File: src/logic/streamer_defines.svh
`ifndef STREAMER_DEFINES_SVH
`define STREAMER_DEFINES_SVH

// stream and memory data widths
`define STREAM_DW 32        // one stream word
`define MEM_DW    64        // stream word plus 32 spare bits for misalignment

// addressing
`define ADDR_W    32        // byte address
`define MEM_WORDS 256       // 64-bit words in the scratch memory

// timing and buffering
`define MEM_LAT   2         // grant to r_valid, no stall
`define OFS_DEPTH 4         // must cover MEM_LAT + 1 reads in flight

// counters
`define CNT_W     16        // lengths, strides, outstanding count

`endif

File: src/logic/streamer_pkg.sv
`include "streamer_defines.svh"

package streamer_pkg;

  typedef logic [`ADDR_W-1:0]    addr_t;   // byte address
  typedef logic [`STREAM_DW-1:0] sword_t;  // stream word
  typedef logic [`MEM_DW-1:0]    mword_t;  // memory word, two halves
  typedef logic [`CNT_W-1:0]     cnt_t;    // length or count
  typedef logic [1:0]            ofs_t;    // byte offset in a 32-bit word

  typedef struct packed {
    addr_t base;     // first byte address
    cnt_t  len0;     // inner count
    cnt_t  len1;     // outer count
    cnt_t  stride0;  // inner byte step
    cnt_t  stride1;  // outer byte step
  } agen_ctrl_t;

  typedef struct packed {
    logic done;      // last address handed out
  } agen_flags_t;

  typedef struct packed {
    logic       req_start;  // start pulse, taken only when ready
    agen_ctrl_t agen;
  } src_ctrl_t;

  typedef struct packed {
    logic        ready_start;  // idle, start accepted
    logic        done;         // one-cycle end-of-run pulse
    agen_flags_t agen;
  } src_flags_t;

  typedef struct packed {
    logic  req;      // read request
    addr_t add;      // word-aligned byte address
    logic  r_ready;  // response accepted
  } mem_req_t;

  typedef struct packed {
    logic   gnt;     // request taken
    logic   r_valid; // response present
    mword_t r_data;  // bytes add .. add+7
  } mem_rsp_t;

  typedef enum logic [1:0] {
    SRC_IDLE,
    SRC_WORKING,
    SRC_DONE
  } src_state_e;

endpackage

File: src/logic/addr_gen.sv
`timescale 1ns/10ps
`include "streamer_defines.svh"

module addr_gen (
  input  logic                      clk_i,
  input  logic                      rst_ni,
  input  logic                      clear_i,
  input  logic                      enable_i,
  input  streamer_pkg::agen_ctrl_t  ctrl_i,
  output streamer_pkg::addr_t       addr_o,
  output logic                      addr_valid_o,
  input  logic                      addr_ready_i,
  output streamer_pkg::agen_flags_t flags_o
);

  streamer_pkg::agen_ctrl_t cfg_q;   // pattern captured at start
  streamer_pkg::cnt_t       i_q;     // inner index
  streamer_pkg::cnt_t       j_q;     // outer index
  streamer_pkg::addr_t      addr_q;  // current address
  streamer_pkg::addr_t      line_q;  // base + j * stride1
  logic                     valid_q;
  logic                     done_q;
  logic                     start;
  logic                     fire;
  logic                     last_i;
  logic                     last_j;

  assign start  = enable_i & ~valid_q & ~done_q;  // idle and enabled
  assign fire   = valid_q & addr_ready_i;
  assign last_i = (i_q == cfg_q.len0 - 1'b1);
  assign last_j = (j_q == cfg_q.len1 - 1'b1);

  always_ff @(posedge clk_i or negedge rst_ni) begin
    if (!rst_ni) begin
      valid_q <= 1'b0;
      done_q  <= 1'b0;
      i_q     <= '0;
      j_q     <= '0;
    end else if (clear_i) begin
      valid_q <= 1'b0;
      done_q  <= 1'b0;
      i_q     <= '0;
      j_q     <= '0;
    end else if (start) begin
      i_q     <= '0;
      j_q     <= '0;
      valid_q <= (ctrl_i.len0 != '0) && (ctrl_i.len1 != '0);
      done_q  <= (ctrl_i.len0 == '0) || (ctrl_i.len1 == '0);  // empty pattern
    end else if (fire) begin
      if (last_i && last_j) begin
        valid_q <= 1'b0;
        done_q  <= 1'b1;  // held until clear
      end else if (last_i) begin
        i_q <= '0;
        j_q <= j_q + 1'b1;
      end else begin
        i_q <= i_q + 1'b1;
      end
    end
  end

  // address arithmetic, incremental instead of multiplies
  always_ff @(posedge clk_i) begin
    if (start) begin
      cfg_q  <= ctrl_i;
      addr_q <= ctrl_i.base;
      line_q <= ctrl_i.base;
    end else if (fire && last_i) begin
      line_q <= line_q + `ADDR_W'(cfg_q.stride1);  // next row
      addr_q <= line_q + `ADDR_W'(cfg_q.stride1);
    end else if (fire) begin
      addr_q <= addr_q + `ADDR_W'(cfg_q.stride0);
    end
  end

  assign addr_o       = addr_q;
  assign addr_valid_o = valid_q;
  assign flags_o.done = done_q;

endmodule

File: src/logic/stream_fifo.sv
`timescale 1ns/10ps
`include "streamer_defines.svh"

module stream_fifo #(
  parameter int unsigned WIDTH = `STREAM_DW,
  parameter int unsigned DEPTH = 2
) (
  input  logic             clk_i,
  input  logic             rst_ni,
  input  logic             clear_i,
  input  logic             push_valid_i,
  input  logic [WIDTH-1:0] push_data_i,
  output logic             push_ready_o,
  output logic             pop_valid_o,
  output logic [WIDTH-1:0] pop_data_o,
  input  logic             pop_ready_i,
  output logic             empty_o
);

  localparam int unsigned PW = (DEPTH > 1) ? $clog2(DEPTH) : 1;  // pointer width
  localparam int unsigned CW = $clog2(DEPTH + 1);                 // count width

  logic [WIDTH-1:0] mem_q [DEPTH];  // storage, no reset
  logic [PW-1:0]    wr_ptr_q;
  logic [PW-1:0]    rd_ptr_q;
  logic [CW-1:0]    cnt_q;
  logic             push;
  logic             pop;

  function automatic logic [PW-1:0] ptr_inc(logic [PW-1:0] p);
    return (p == PW'(DEPTH - 1)) ? '0 : p + 1'b1;  // wrap for any depth
  endfunction

  assign push_ready_o = (cnt_q != CW'(DEPTH));  // full blocks pushes
  assign pop_valid_o  = (cnt_q != '0);
  assign empty_o      = (cnt_q == '0);
  assign pop_data_o   = mem_q[rd_ptr_q];
  assign push         = push_valid_i & push_ready_o;
  assign pop          = pop_valid_o & pop_ready_i;

  always_ff @(posedge clk_i or negedge rst_ni) begin
    if (!rst_ni) begin
      wr_ptr_q <= '0;
      rd_ptr_q <= '0;
      cnt_q    <= '0;
    end else if (clear_i) begin
      wr_ptr_q <= '0;
      rd_ptr_q <= '0;
      cnt_q    <= '0;
    end else begin
      if (push) wr_ptr_q <= ptr_inc(wr_ptr_q);
      if (pop) rd_ptr_q <= ptr_inc(rd_ptr_q);
      cnt_q <= cnt_q + CW'(push) - CW'(pop);  // push and pop together keep the count
    end
  end

  always_ff @(posedge clk_i) begin
    if (push) mem_q[wr_ptr_q] <= push_data_i;
  end

endmodule

File: src/logic/mem_source.sv
`timescale 1ns/10ps
`include "streamer_defines.svh"

module mem_source (
  input  logic                     clk_i,
  input  logic                     rst_ni,
  input  logic                     clear_i,
  input  streamer_pkg::src_ctrl_t  ctrl_i,
  output streamer_pkg::src_flags_t flags_o,
  output streamer_pkg::mem_req_t   mem_req_o,
  input  streamer_pkg::mem_rsp_t   mem_rsp_i,
  output logic                     stream_valid_o,
  input  logic                     stream_ready_i,
  output streamer_pkg::sword_t     stream_data_o
);

  streamer_pkg::src_state_e  state_q;
  streamer_pkg::src_state_e  state_d;
  streamer_pkg::agen_flags_t agen_flags;
  streamer_pkg::addr_t       agen_addr;
  streamer_pkg::addr_t       fifo_addr;   // head of the address FIFO
  streamer_pkg::ofs_t        ofs_head;    // offset of the word in hold_q
  streamer_pkg::mword_t      hold_q;      // response not yet streamed
  streamer_pkg::cnt_t        outst_q;     // granted but not streamed
  logic                      agen_en;
  logic                      agen_clr;
  logic                      finish;
  logic                      agen_valid;
  logic                      agen_ready;
  logic                      addr_valid;
  logic                      addr_empty;
  logic                      ofs_ready;
  logic                      req;
  logic                      req_fire;
  logic                      rsp_ready;
  logic                      rsp_fire;
  logic                      hold_valid_q;
  logic                      stream_fire;

  addr_gen u_agen (
    .clk_i        ( clk_i       ),
    .rst_ni       ( rst_ni      ),
    .clear_i      ( agen_clr    ),
    .enable_i     ( agen_en     ),
    .ctrl_i       ( ctrl_i.agen ),
    .addr_o       ( agen_addr   ),
    .addr_valid_o ( agen_valid  ),
    .addr_ready_i ( agen_ready  ),
    .flags_o      ( agen_flags  )
  );

  stream_fifo #(
    .WIDTH ( `ADDR_W ),
    .DEPTH ( 2       )
  ) u_addr_fifo (
    .clk_i        ( clk_i      ),
    .rst_ni       ( rst_ni     ),
    .clear_i      ( clear_i    ),
    .push_valid_i ( agen_valid ),
    .push_data_i  ( agen_addr  ),
    .push_ready_o ( agen_ready ),
    .pop_valid_o  ( addr_valid ),
    .pop_data_o   ( fifo_addr  ),
    .pop_ready_i  ( req_fire   ),  // popped on grant
    .empty_o      ( addr_empty )
  );

  // one offset per granted read, in response order
  stream_fifo #(
    .WIDTH ( $bits(streamer_pkg::ofs_t) ),
    .DEPTH ( `OFS_DEPTH                 )
  ) u_ofs_fifo (
    .clk_i        ( clk_i          ),
    .rst_ni       ( rst_ni         ),
    .clear_i      ( clear_i        ),
    .push_valid_i ( req_fire       ),
    .push_data_i  ( fifo_addr[1:0] ),
    .push_ready_o ( ofs_ready      ),
    .pop_valid_o  (                ),  // tracks hold_valid_q
    .pop_data_o   ( ofs_head       ),
    .pop_ready_i  ( stream_fire    ),
    .empty_o      (                )
  );

  assign req         = (state_q != streamer_pkg::SRC_IDLE) & addr_valid & stream_ready_i
                       & ofs_ready;  // no room for the offset, no request
  assign req_fire    = req & mem_rsp_i.gnt;
  assign rsp_ready   = ~hold_valid_q | stream_ready_i;  // hold free or draining
  assign rsp_fire    = mem_rsp_i.r_valid & rsp_ready;
  assign stream_fire = hold_valid_q & stream_ready_i;

  assign mem_req_o.req     = req;
  assign mem_req_o.add     = {fifo_addr[`ADDR_W-1:2], 2'b00};  // word aligned
  assign mem_req_o.r_ready = rsp_ready;

  always_ff @(posedge clk_i or negedge rst_ni) begin
    if (!rst_ni) begin
      hold_valid_q <= 1'b0;
    end else if (clear_i) begin
      hold_valid_q <= 1'b0;
    end else if (rsp_fire) begin
      hold_valid_q <= 1'b1;  // refill, possibly while draining
    end else if (stream_fire) begin
      hold_valid_q <= 1'b0;
    end
  end

  always_ff @(posedge clk_i) begin
    if (rsp_fire) hold_q <= mem_rsp_i.r_data;
  end

  // window of bytes offset .. offset+3
  assign stream_data_o  = hold_q[{ofs_head, 3'b000} +: `STREAM_DW];
  assign stream_valid_o = hold_valid_q;

  always_ff @(posedge clk_i or negedge rst_ni) begin
    if (!rst_ni) begin
      outst_q <= '0;
    end else if (clear_i) begin
      outst_q <= '0;
    end else if (req_fire && !stream_fire) begin
      outst_q <= outst_q + 1'b1;
    end else if (stream_fire && !req_fire) begin
      outst_q <= outst_q - 1'b1;
    end
  end

  always_ff @(posedge clk_i or negedge rst_ni) begin
    if (!rst_ni) begin
      state_q <= streamer_pkg::SRC_IDLE;
    end else if (clear_i) begin
      state_q <= streamer_pkg::SRC_IDLE;
    end else begin
      state_q <= state_d;
    end
  end

  always_comb begin
    state_d = state_q;
    agen_en = 1'b0;
    finish  = 1'b0;
    unique case (state_q)
      streamer_pkg::SRC_IDLE: begin
        if (ctrl_i.req_start) begin
          agen_en = 1'b1;  // generator starts here
          state_d = streamer_pkg::SRC_WORKING;
        end
      end
      streamer_pkg::SRC_WORKING: begin
        agen_en = 1'b1;
        if (agen_flags.done) state_d = streamer_pkg::SRC_DONE;
      end
      streamer_pkg::SRC_DONE: begin
        agen_en = 1'b1;
        if (addr_empty && (outst_q == '0)) begin  // last word gone
          agen_en = 1'b0;
          finish  = 1'b1;
          state_d = streamer_pkg::SRC_IDLE;
        end
      end
      default: state_d = streamer_pkg::SRC_IDLE;
    endcase
  end

  assign agen_clr            = clear_i | finish;
  assign flags_o.ready_start = (state_q == streamer_pkg::SRC_IDLE);
  assign flags_o.done        = finish;
  assign flags_o.agen        = agen_flags;

endmodule

File: config.mk
export PLATFORM = sky130hd
export DESIGN_NAME = mem_source
export DESIGN_NICKNAME = d
export VERILOG_FILES = /design/src/logic/streamer_pkg.sv /design/src/logic/addr_gen.sv /design/src/logic/stream_fifo.sv /design/src/logic/mem_source.sv
export VERILOG_INCLUDE_DIRS = /design/src /design/src/logic
export SDC_FILE = /design/constraint.sdc
export NUM_CORES = 1
export LEC_CHECK = 0
export BUFFER_PORTS_ARGS = -buffer_cell sky130_fd_sc_hd__buf_2
export CORE_MARGIN = 10
export CORE_UTILIZATION = 40
export DETAILED_ROUTE_END_ITERATION = 10
export MAX_ROUTING_LAYER = met4
export PLACE_DENSITY_LB_ADDON = 0.12
export SETUP_SLACK_MARGIN = 0.3
export SLEW_MARGIN = 20
export SYNTH_ARGS = -nofsm -noshare
export SYNTH_HDL_FRONTEND = slang
export SYNTH_SLANG_ARGS = --single-unit
File: constraint.sdc
create_clock -name clk_i -period 4.29 [get_ports clk_i]
set_input_delay 0.429 -clock clk_i [delete_from_list [all_inputs] [get_ports clk_i]]
set_output_delay 0.429 -clock clk_i [all_outputs]
set_load 0.01 [all_outputs]
After elaboration in Yosys (flattened, before gate mapping)
Memories as Yosys holds them, arrays and structs flattened.
Cells that the tools add are included.
{"block": "totals", "regBits": 256, "mem_bits_rw": 72, "input_bits": 167, "out_inout_bits": 70, "word_cells": 159, "n_memories": 2}
{"memory": "u_addr_fifo.mem_q", "words": 2, "word_bits": 32, "read_ports": 1, "rd_ports_with_merged_regs": 0, "wr": 1, "line_no": "stream_fifo.sv:23", "text": "logic [WIDTH-1:0] mem_q [DEPTH];"}
{"memory": "u_ofs_fifo.mem_q", "words": 4, "word_bits": 2, "read_ports": 1, "rd_ports_with_merged_regs": 0, "wr": 1, "line_no": "stream_fifo.sv:23"}
{"block": "op_classes", "add_sub_neg": 16, "eq_ne": 12, "shift": 1, "muxes": 57, "bitwise_logic": 17, "n_reduce_logical": 34}
{"operator": "16-bit two-way mux", "count": 13}
{"operator": "32-bit two-way mux", "count": 5}
{"operator": "32-bit by 16-bit adder with 32-bit output", "count": 2}
{"operator": "64-bit by 6-bit indexed part select with 32-bit output", "count": 1}
{"operator": "16-bit by 1-bit adder with 16-bit output, second input constant", "count": 3}
{"operator": "16-bit logical NOT", "count": 3}
{"operator": "16-bit by 1-bit subtractor with 16-bit output, second input constant", "count": 3}
{"operator": "16-bit equality test", "count": 2}
{"operator": "16-bit nonzero test", "count": 2}
{"operator": "1-bit two-way mux", "count": 25}
{"operator": "2-bit two-way mux", "count": 11}
{"operator": "3-bit nonzero test", "count": 7}
{"operator": "2-bit nonzero test", "count": 7}
{"operator": "1-bit AND", "count": 12}
{"operator": "3-bit inequality test, second input constant", "count": 3}
{"operator": "2-bit equality test, second input constant", "count": 3}
{"operator": "1-bit logical AND", "count": 6}
{"operator": "3-bit by 2-bit inequality test with 1-bit output, second input constant", "count": 2}
{"operator": "2-bit case mux with 3 select lines", "count": 1}
{"operator": "3-bit AND reduction", "count": 2}
{"operator": "2-bit by 1-bit adder with 2-bit output, second input constant", "count": 2}
{"operator": "2-bit logical NOT", "count": 2}
{"operator": "2-bit AND reduction", "count": 2}
{"operator": "3-bit by 1-bit adder with 3-bit output", "count": 1}
{"operator": "other kinds (12)", "count": 17}

Depth between registers and ports, before layout
Gate-level depths: netlist of run 1.
{"block": "depth", "word_depth": 10, "depth_mapped": 16, "depth_no_buf": 16}

Modules after synthesis
A second synthesis of run 1 with hierarchy kept.
{"block": "unflattened", "cells_unflattened": 1455, "area_unflattened_um2": 17580.6}
{"module": "addr_gen", "instances": 1, "cells_per_inst": 971, "area_per_inst_um2": 9975.8, "seq_area_each_um2": 4694.5}
{"module": "mem_source", "instances": 1, "cells_per_inst": 301, "area_per_inst_um2": 4129.0, "seq_area_each_um2": 2157.1}
{"module": "stream_fifo (u_addr_fifo)", "instances": 1, "cells_per_inst": 124, "area_per_inst_um2": 2701.3, "seq_area_each_um2": 2021.9}
{"module": "stream_fifo (u_ofs_fifo)", "instances": 1, "cells_per_inst": 59, "area_per_inst_um2": 774.5, "seq_area_each_um2": 415.4}

Least setup slack after synthesis of run 1
Ideal clock, no wire load.
{"block": "synth_timing", "kind": "flip-flop to flip-flop", "from": "reg u_agen.cfg_q[50] in the netlist's numbering", "to": "reg u_agen.addr_q[17] (netlist: u_agen.addr_o[17]), data pin", "setup_time_ns": 0.261, "t_arrival_ns": 3.908, "required_time_ns": 4.029, "setup_slack_ns": 0.121, "path_stages_with_launch": 12, "n_path_buf": 1, "cell_sequence": "edfxtp_1 -> buf_6 -> or4_1 -> or3_1 -> or4_1 -> mux2i_1 -> or4_4 -> nor3_4 -> nor2_1 -> inv_1 -> nor2_1 -> a221o_1"}
{"block": "synth_via", "elab_chain_cells": 5}
{"element": "from (decl)", "line_no": "addr_gen.sv:16", "text": "streamer_pkg::agen_ctrl_t cfg_q;"}
{"element": "from (signal assigned)", "line_no": "addr_gen.sv:65", "text": "cfg_q <= ctrl_i;"}
{"element": "16-bit by 1-bit subtractor with 16-bit output", "line_no": "addr_gen.sv:30", "text": "assign last_i = (i_q == cfg_q.len0 - 1'b1);"}
{"element": "16-bit equality test", "line_no": "addr_gen.sv:30"}
{"element": "1-bit logical AND", "line_no": "addr_gen.sv:68", "text": "end else if (fire && last_i) begin"}
{"element": "32-bit two-way mux", "line_no": "addr_gen.sv:68"}
{"element": "32-bit two-way mux", "line_no": "addr_gen.sv:64", "text": "if (start) begin"}
{"element": "to (signal assigned)", "line_no": "addr_gen.sv:66", "text": "addr_q <= ctrl_i.base;"}
{"element": "to (signal assigned)", "line_no": "addr_gen.sv:70", "text": "addr_q <= line_q + `ADDR_W'(cfg_q.stride1);"}
{"element": "to (signal assigned)", "line_no": "addr_gen.sv:72", "text": "addr_q <= addr_q + `ADDR_W'(cfg_q.stride0);"}
{"element": "to (decl)", "line_no": "addr_gen.sv:19", "text": "streamer_pkg::addr_t addr_q;"}
Every way passes these cells.
A chain may end at the register's enable or synchronous reset.

Final worst setup path of run 1
{"block": "layout_timing", "from": "reg u_agen.cfg_q[50] in the netlist's numbering", "to": "reg u_agen.addr_q[25] (netlist: u_agen.addr_o[25]), data pin"}
Same word-level chain as after synthesis.

==> results of run 1 <==
-- placed cells by master (no fill, tap or decap), types with 6 or more instances in the layout --
cell and n:
o21ai_0 66, and3_1 34, o21a_1 8, or4_1 13, nand2_1 110, a22o_1 8, nand3_1 33, mux4_2 14
a21oi_1 81, o31ai_1 14, nor2_1 96, buf_2 226, a31oi_1 11, dfrtp_1 63, mux2_2 37, clkinvlp_4 6
buf_4 31, clkbuf_1 6, clkbuf_16 41, nor4_1 25, nand4_1 22, xor2_1 55, or3_1 18, mux2i_1 32
ha_1 59, a22oi_1 8, clkinv_2 6, a211oi_1 25, nor2b_1 27, and2_1 7, edfxtp_1 256, nor3_1 24
a21o_1 16, o211ai_1 13, inv_1 41, nand2b_1 15, xnor2_1 71
-- path summary, 6_finish.rpt --
path	from	end	slack, ns
min in group asynchronous	rst_ni	u_agen.j_q[0]$_DFFE_PN0P_	0.06
max in group asynchronous	rst_ni	u_addr_fifo.rd_ptr_q$_DFFE_PN0P_	3.55
worst min-delay path	ctrl_i[1]	u_agen.cfg_q[1]$_DFFE_PP_	0.05
worst max-delay path	u_agen.cfg_q[50]$_DFFE_PP_	u_agen.addr_o[25]$_DFFE_PP_	0.50
worst min register to register	u_agen.addr_o[9]$_DFFE_PP_	u_addr_fifo.mem_q[0][9]$_DFFE_PP_	0.50
worst max register to register	u_agen.cfg_q[50]$_DFFE_PP_	u_agen.addr_o[25]$_DFFE_PP_	0.50
-- synthesized netlist by cell type, types with 4 or more instances --
cell type  number  share of area [%]
mux2i_1        32                1.9
nand3_1        33               0.97
o21ai_0        66                1.9
nor3_1         24               0.70
or4_1          13               0.57
nand4_1        22               0.81
a31oi_1        11               0.40
a22o_1          8               0.41
and3_1         34                1.2
ha_1           59                4.3
a21oi_1        81                2.4
or3_1          18               0.66
fa_1            4               0.47
a211oi_1       25                1.1
buf_4          36                1.6
buf_1           5               0.11
dfrtp_1        64                9.4
mux4_2         15                2.0
nor2_1         97                2.1
xnor2_1        71                3.6
clkbuf_1       35               0.77
o31ai_1        14               0.62
nor4_1         25               0.92
o21a_1          8               0.35
and2_1          8               0.29
o21bai_1        5               0.22
a22oi_1         8               0.35
nor2b_1        27               0.99
edfxtp_1      256                 45
xor2_1         55                2.8
nand2_1       111                2.4
nand2b_1       15               0.55
mux2_2         37                2.4
inv_1          43               0.95
a21o_1         16               0.70
o211ai_1       13               0.57
-- layer usage --
| metal | wire length, µm | vias to the layer above |
|---|---|---|
| met5 | 0 | - |
| met4 | 778 | 0 |
| met3 | 2680 | 61 |
| met2 | 18800 | 349 |
| met1 | 21000 | 5849 |
| li1 | - | 5882 |
-- cell type report --
class / count / area (µm²) / share of cell area [%]
flip-flops and latches: 320 / 9290 / 46.5
multi-input cells: 1014 / 7170 / 35.9
repair buffers: 258 / 1380 / 6.89
clock buffers: 47 / 1050 / 5.25
well taps: 539 / 674 / 3.38
clock inverters: 22 / 245 / 1.23
inverters: 43 / 168 / 0.839
repair inverters: 1 / 5.00 / 0.0251
-- state kept, by name, indices dropped and copies added (netlist names), 8 cells and up --
name,flops
u_agen.cfg_q,64
u_addr_fifo.mem_q,64
u_agen.addr_o,32
hold_q,56
u_agen.i_q,16
u_agen.j_q,16
outst_q,16
u_ofs_fifo.mem_q,8
u_agen.line_q,32
-- worst reg2reg max path, stage by stage (launching register included) --
cell,delay (ns)
edfxtp_1,0.49
or4_1,0.58
or3_1,0.41
or4_1,0.44
mux2i_1,0.17
or4_4,0.51
nor3_4,0.25
nor2_1,0.17
buf_4,0.24
a22oi_1,0.16
o21ai_0,0.11
-- per-stage QoR --
step                      util, %  instances
after floorplan                 -       1457
after global placement       44.3       2169
after detailed placement     44.3       2169
after CTS                    47.4       2238
after global routing         47.5       2244
final                        47.5       2244
-- logic make-up after synthesis --
group | after synthesis | share of synthesized area, %
AOI/OAI and AO/OA | 293 | 11.1
other | 1 | 0.0220
muxes | 84 | 6.30
and+or+nand+nor | 446 | 13.3
xor gates and xnor gates | 126 | 6.47
buffers and inverters | 123 | 3.60
DFF | 320 | 54.5
adders and majority gates | 63 | 4.80
-- timing repair --
| item | 4_1_cts | 5_1_grt |
|---|---|---|
| setup endpoints to repair | 0 | 31 |
| setup buffers | 0 | 5 |
| endpoints found under the hold margin | 0 | 0 |
| resized for setup | 0 | 1 |
| hold buffers | 0 | 0 |
-- power by group through the flow --
stage | clock [W] | sequential [W] | combinational [W]
floorplan | 0 | 0.00494 | 0.00358
global placement | 0 | 0.00512 | 0.00465
detailed placement | 0 | 0.00515 | 0.00469
CTS | 0.00344 | 0.00509 | 0.00473
global route | 0.00358 | 0.00519 | 0.00532
finish | 0.00336 | 0.00509 | 0.00475
==> impl_results.md, run 1 <==
- Tmin final: between 3 and 4 ns
- GR Util All Layers: 17.0%
- Switching Share: 35.3%
- Clock Latency Late Sink: between 0.5 and 0.6 ns
- Comb pwr share: 36.0%
- Fmax: 0.264 GHz
- Final WL: about 43000 µm
- Largest net degree at the start of global routing: 65
- Total power after layout: 0.0132 W
- Crit Path Max Fanout: 14
- Setup crit start kind: flop
- Lkg Pwr: a little under 8 nW
- Met1 usage: 23.8%
- N_diodes: 0
- WP data arrival: 4.08 ns
- Total Nets Final: ~1900
- Initial DRC count: ~700
- Register bit count reported by yosys: 320
- Initial antenna violation count: 1
- Ys async rst share: 20.0%
- Critical path cell sequence: or4_1 > or3_1 > or4_1 > mux2i_1 > or4_4 > nor3_4 > nor2_1 > buf_4 > a22oi_1 > o21ai_0
- Post-DP HPWL: 31700 µm
- Most common flop cell mapped by yosys: edfxtp_1
- Final setup fails: 0
- Part of the power in registers: 38.6%
- Worst setup margin: about 0.50 ns
- First-pass DRT Iterations: 5
- H-tree depth: 2
- Post-DP Area: 0.0186 mm²
- Sequential fraction of the synthesis area: 54.5%
- Hold Slack: 0.0537 ns
- Number of synthesis warnings: 0
- GRT busiest layer: met2
- DR DRC count: 0
- Worst path most repeated cell: or4_1
- Fin area: 0.0200 mm²
- Vias in the first global route: 11900
- Met2 GRT Util: 24.6%
- Post-synth EDFFs: 256
- I/O pins: 237
- Slowest cell on crit path: or4_1
- Initial Util: between 40% and 50%
- Crit share post-route: 88.3%
- Cell Rows: 75
- Worst R2R Path Depth: 10
- Slew HR: about 38%
- Peak supply drop: 0.346 mV
- Filler cells: 3910
- Synthesized cell area: 0.0171 mm²
- Die footprint: 0.0513 mm²
- Total stage count of the critical path: 10
- Met3 usage: 3.68%
- RSZ-0062 raised after global routing: false
- Vias/cell: 5.41
- Final clock skew: approximately 0.015 ns
- GPL Wtd Cong: a little under 0.9
- CP top delay family: simple AND/OR/NAND/NOR gates
- Die Wd: roughly 230 µm
- CP bufs+invs: 1
- Layout cells sized above 1: 22.5%
- Detail Route Antenna Nets: 0
- Slew of the pin with the lowest slew margin: 0.932 ns
- CTS tree: yes
- Clk root buf: clkbuf_16
- Cell count after synthesis: roughly 1500
- Max-slew violations: 0
- Hold Path Class: in2reg
- Crit path kind: reg2reg
- Core area: about 0.042 mm²
- Place WS: 0.362 ns
- Critical Path RT: 4.58 ns
- Port Buffers: between 200 and 250
- Pint: 0.00854 W
- Max_cap viols: 0
- Fin Setup TNS: 0 ns
- Die height: 226 µm
- Synth unique cells: 73
- DR vias: 12100
- Clk buf depth: 3
- Grt total ovfl: 0
- Syn_area_per_cell: 11.7 µm²
- First-pass GRT wire length: 66600 µm
- Clk slew on worst S/H paths: around 0.060 ns
- Total CTS buffers: 38
- Final Hold Viols: 0
- Outcome: finished clean
- Hold path cells: 1
- Worst path max stage delay: around 0.58 ns
- Num Clock Sinks: 320
- CP endpoint kind: flop
- Clk pwr share: 25.4%
- Routed len/inst: 19.3 µm
- Psw: ~0.0047 W
- Area growth from synthesis to layout: 17.1%
- Pwr dens: approximately 660 mW/mm²
Power figures use the tool's default switching activity.
==> run 2: changes to the inputs <==
CORE_ASPECT_RATIO = 1.4   (was not set)
==> run 2 against run 1 <==
Effect of this change: combinational power is 1% lower; highest routed layer unchanged; sequential power is essentially flat; clock-buffer cell count is 4 higher; routed wire length decreased by 0.94%; total power shrank 2.6%; worst hold slack improved by 0.0076 ns; fmax rose by 0.82%; critical path depth is 1 higher.
==> impl_results.md, run 2 (synthesis results as in run 1) <==
- Outcome: finished clean
- Die footprint: 0.0514 mm²
- Crit share post-route: 87.6%
- Leading cell types in the layout, fill and taps excluded: 256 x edfxtp_1, 226 x buf_2, 110 x nand2_1, 96 x nor2_1, 80 x a21oi_1
- Routed len/inst: 19.1 µm
- Initial antenna violation count: 2
- Peak supply drop: 0.380 mV
- Port Buffers: ~230
- Setup crit start kind: flop
- Largest net degree at the start of global routing: between 50 and 60
- WP data arrival: 4.13 ns
- Clock Latency Late Sink: approximately 0.54 ns
- Comb pwr share: 36.6%
- First-pass GRT wire length: 67200 µm
- Pint: 0.00834 W
- Vias/cell: ~5.4
- Pwr dens: 646 mW/mm²
- Num Clock Sinks: 320
- RSZ-0062 raised after global routing: true
- Final WL: 42900 µm
- Final Hold Viols: 0
- Slew HR: about a third
- Switching Share: 35.1%
- Crit Path Max Fanout: 12
- Core area: ~0.042 mm²
- GR Util All Layers: 16.5%
- Clk buf depth: 3
- Top flop regs: u_addr_fifo.mem_q (64), u_agen.cfg_q (64), hold_q (56)
- CP endpoint kind: flop
- CTS tree: yes
- Part of the power in registers: 39.4%
- DR vias: 12100
- H-tree depth: 2
- Clk pwr share: 24.0%
- I/O pins: 237
- Max-slew violations: 0
- Layout cells sized above 1: between 20% and 30%
- DR DRC count: 0
- Tmin final: 3.76 ns
- Area growth from synthesis to layout: 16.7%
- Die height: approximately 260 µm
- Lkg Pwr: 7.79 nW
- Critical Path RT: 4.67 ns
- Final clock skew: 0.0211 ns
- Clk slew on worst S/H paths: around 0.06 ns
- Grt total ovfl: 0
- Hold Path Class: in2reg
- Total Nets Final: approximately 1900
- Die Wd: approximately 200 µm
- Final setup fails: 0
- Crit path kind: reg2reg
- Post-DP HPWL: 32200 µm
- Total CTS buffers: 37
- Clk root buf: clkbuf_16
- Initial DRC count: 608
- Worst setup margin: 0.534 ns
- Fmax: 0.266 GHz
- First-pass DRT Iterations: 5
- Detail Route Antenna Nets: 0
- Psw: ~0.0045 W
- Commonest non-fill, non-tap cell in the layout: edfxtp_1
- GPL Wtd Cong: 0.859
- Max_cap viols: 0
- Fin Setup TNS: 0 ns
- Cell Rows: 89
- Vias in the first global route: 12600
- Slew of the pin with the lowest slew margin: 0.987 ns
- Initial Util: just over 40%
- Place WS: 0.243 ns
[run 2: cell count changes in the layout (fill, tap and decap cells not counted), sizes merged]
cell | before | now
bufinv | 5 | 2
clkbuf | 47 | 51
diode | 0 | 2
dlygate4sd3 | 0 | 1
clkinvlp | 7 | 2
inv | 42 | 44
[run 2: per-stage QoR]
| step | hold slack (ns) | area (µm²) | util, % | std cells | total power [W] |
|---|---|---|---|---|---|
| finish | 0.0613 | 19900 | 47.1 | 2252 | 0.0129 |
| global route | 0.0447 | 19900 | 47.1 | 2252 | 0.0138 |
| CTS | 0.0335 | 19900 | 47.0 | 2249 | 0.0130 |
| detailed placement | 0.470 | 18600 | 44.2 | 2177 | 0.00979 |
| global placement | 0.462 | 18600 | 44.2 | 2177 | 0.00973 |
| floorplan | 0.133 | 17100 | - | 1457 | 0.00853 |
[run 2: power by group through the flow]
stage	Combinational (W)	Clock [W]	Sequential, W
2_1_floorplan	0.00358	0	0.00494
3_3_place_gp	0.00463	0	0.00510
3_5_place_dp	0.00467	0	0.00512
4_1_cts	0.00473	0.00318	0.00506
5_1_grt	0.00530	0.00331	0.00515
6_report	0.00470	0.00309	0.00506
[run 2: what timing repair did]
item | 4_1_cts | 5_1_grt
setup buffers | 3 | 1
pin swaps | 0 | 2
gates resized for setup | 0 | 4
hold endpoints to repair | 28 | 0
hold buffers | 1 | 0
setup endpoints to repair | 1 | 19
gates cloned | 0 | 0
[run 2: area by class of cell]
| type | count | area (µm²) |
|---|---|---|
| flip-flops and latches | 320 | 9290 |
| inverters | 43 | 168 |
| fillers | 3883 | 22300 |
| repair buffers | 259 | 1380 |
| multi-input cells | 1014 | 7190 |
| well taps | 546 | 683 |
| diodes | 2 | 5.00 |
| clock inverters | 17 | 139 |
| clock buffers | 51 | 1040 |
[run 2: worst paths after layout]
| kind | start | to | slack (ns) | cells after the start |
|---|---|---|---|---|
| min | ctrl_i[23] | u_agen.cfg_q[23]$_DFFE_PP_ | 0.06 | 1 |
| max in group asynchronous | rst_ni | outst_q[8]$_DFFE_PN0P_ | 2.80 | 3 |
| min reg2reg | u_agen.addr_o[11]$_DFFE_PP_ | u_addr_fifo.mem_q[1][11]$_DFFE_PP_ | 0.48 | 0 |
| min in group asynchronous | rst_ni | u_agen.j_q[9]$_DFFE_PN0P_ | 0.53 | 2 |
| max reg2reg | u_agen.cfg_q[48]$_DFFE_PP_ | u_agen.addr_o[24]$_DFFE_PP_ | 0.53 | 11 |
| max | u_agen.cfg_q[48]$_DFFE_PP_ | u_agen.addr_o[24]$_DFFE_PP_ | 0.53 | 11 |
[run 2: routing by layer]
metal | wire [µm] | track usage [%]
met1 | 17100 | 18.0
met2 | 23200 | 30.2
met3 | 1460 | 2.29
met4 | 1140 | 5.52
met5 | 0 | -
[run 2: critical path, stage by stage (launching register included)]
cell        delay, ns
edfxtp_1         0.43
or4_1            0.58
or3_1            0.41
or4_1            0.45
mux2i_1          0.17
or4_4            0.51
nor3_4           0.22
nor2_1           0.12
clkinvlp_4       0.20
buf_4            0.24
o22ai_1          0.10
a21oi_1          0.14
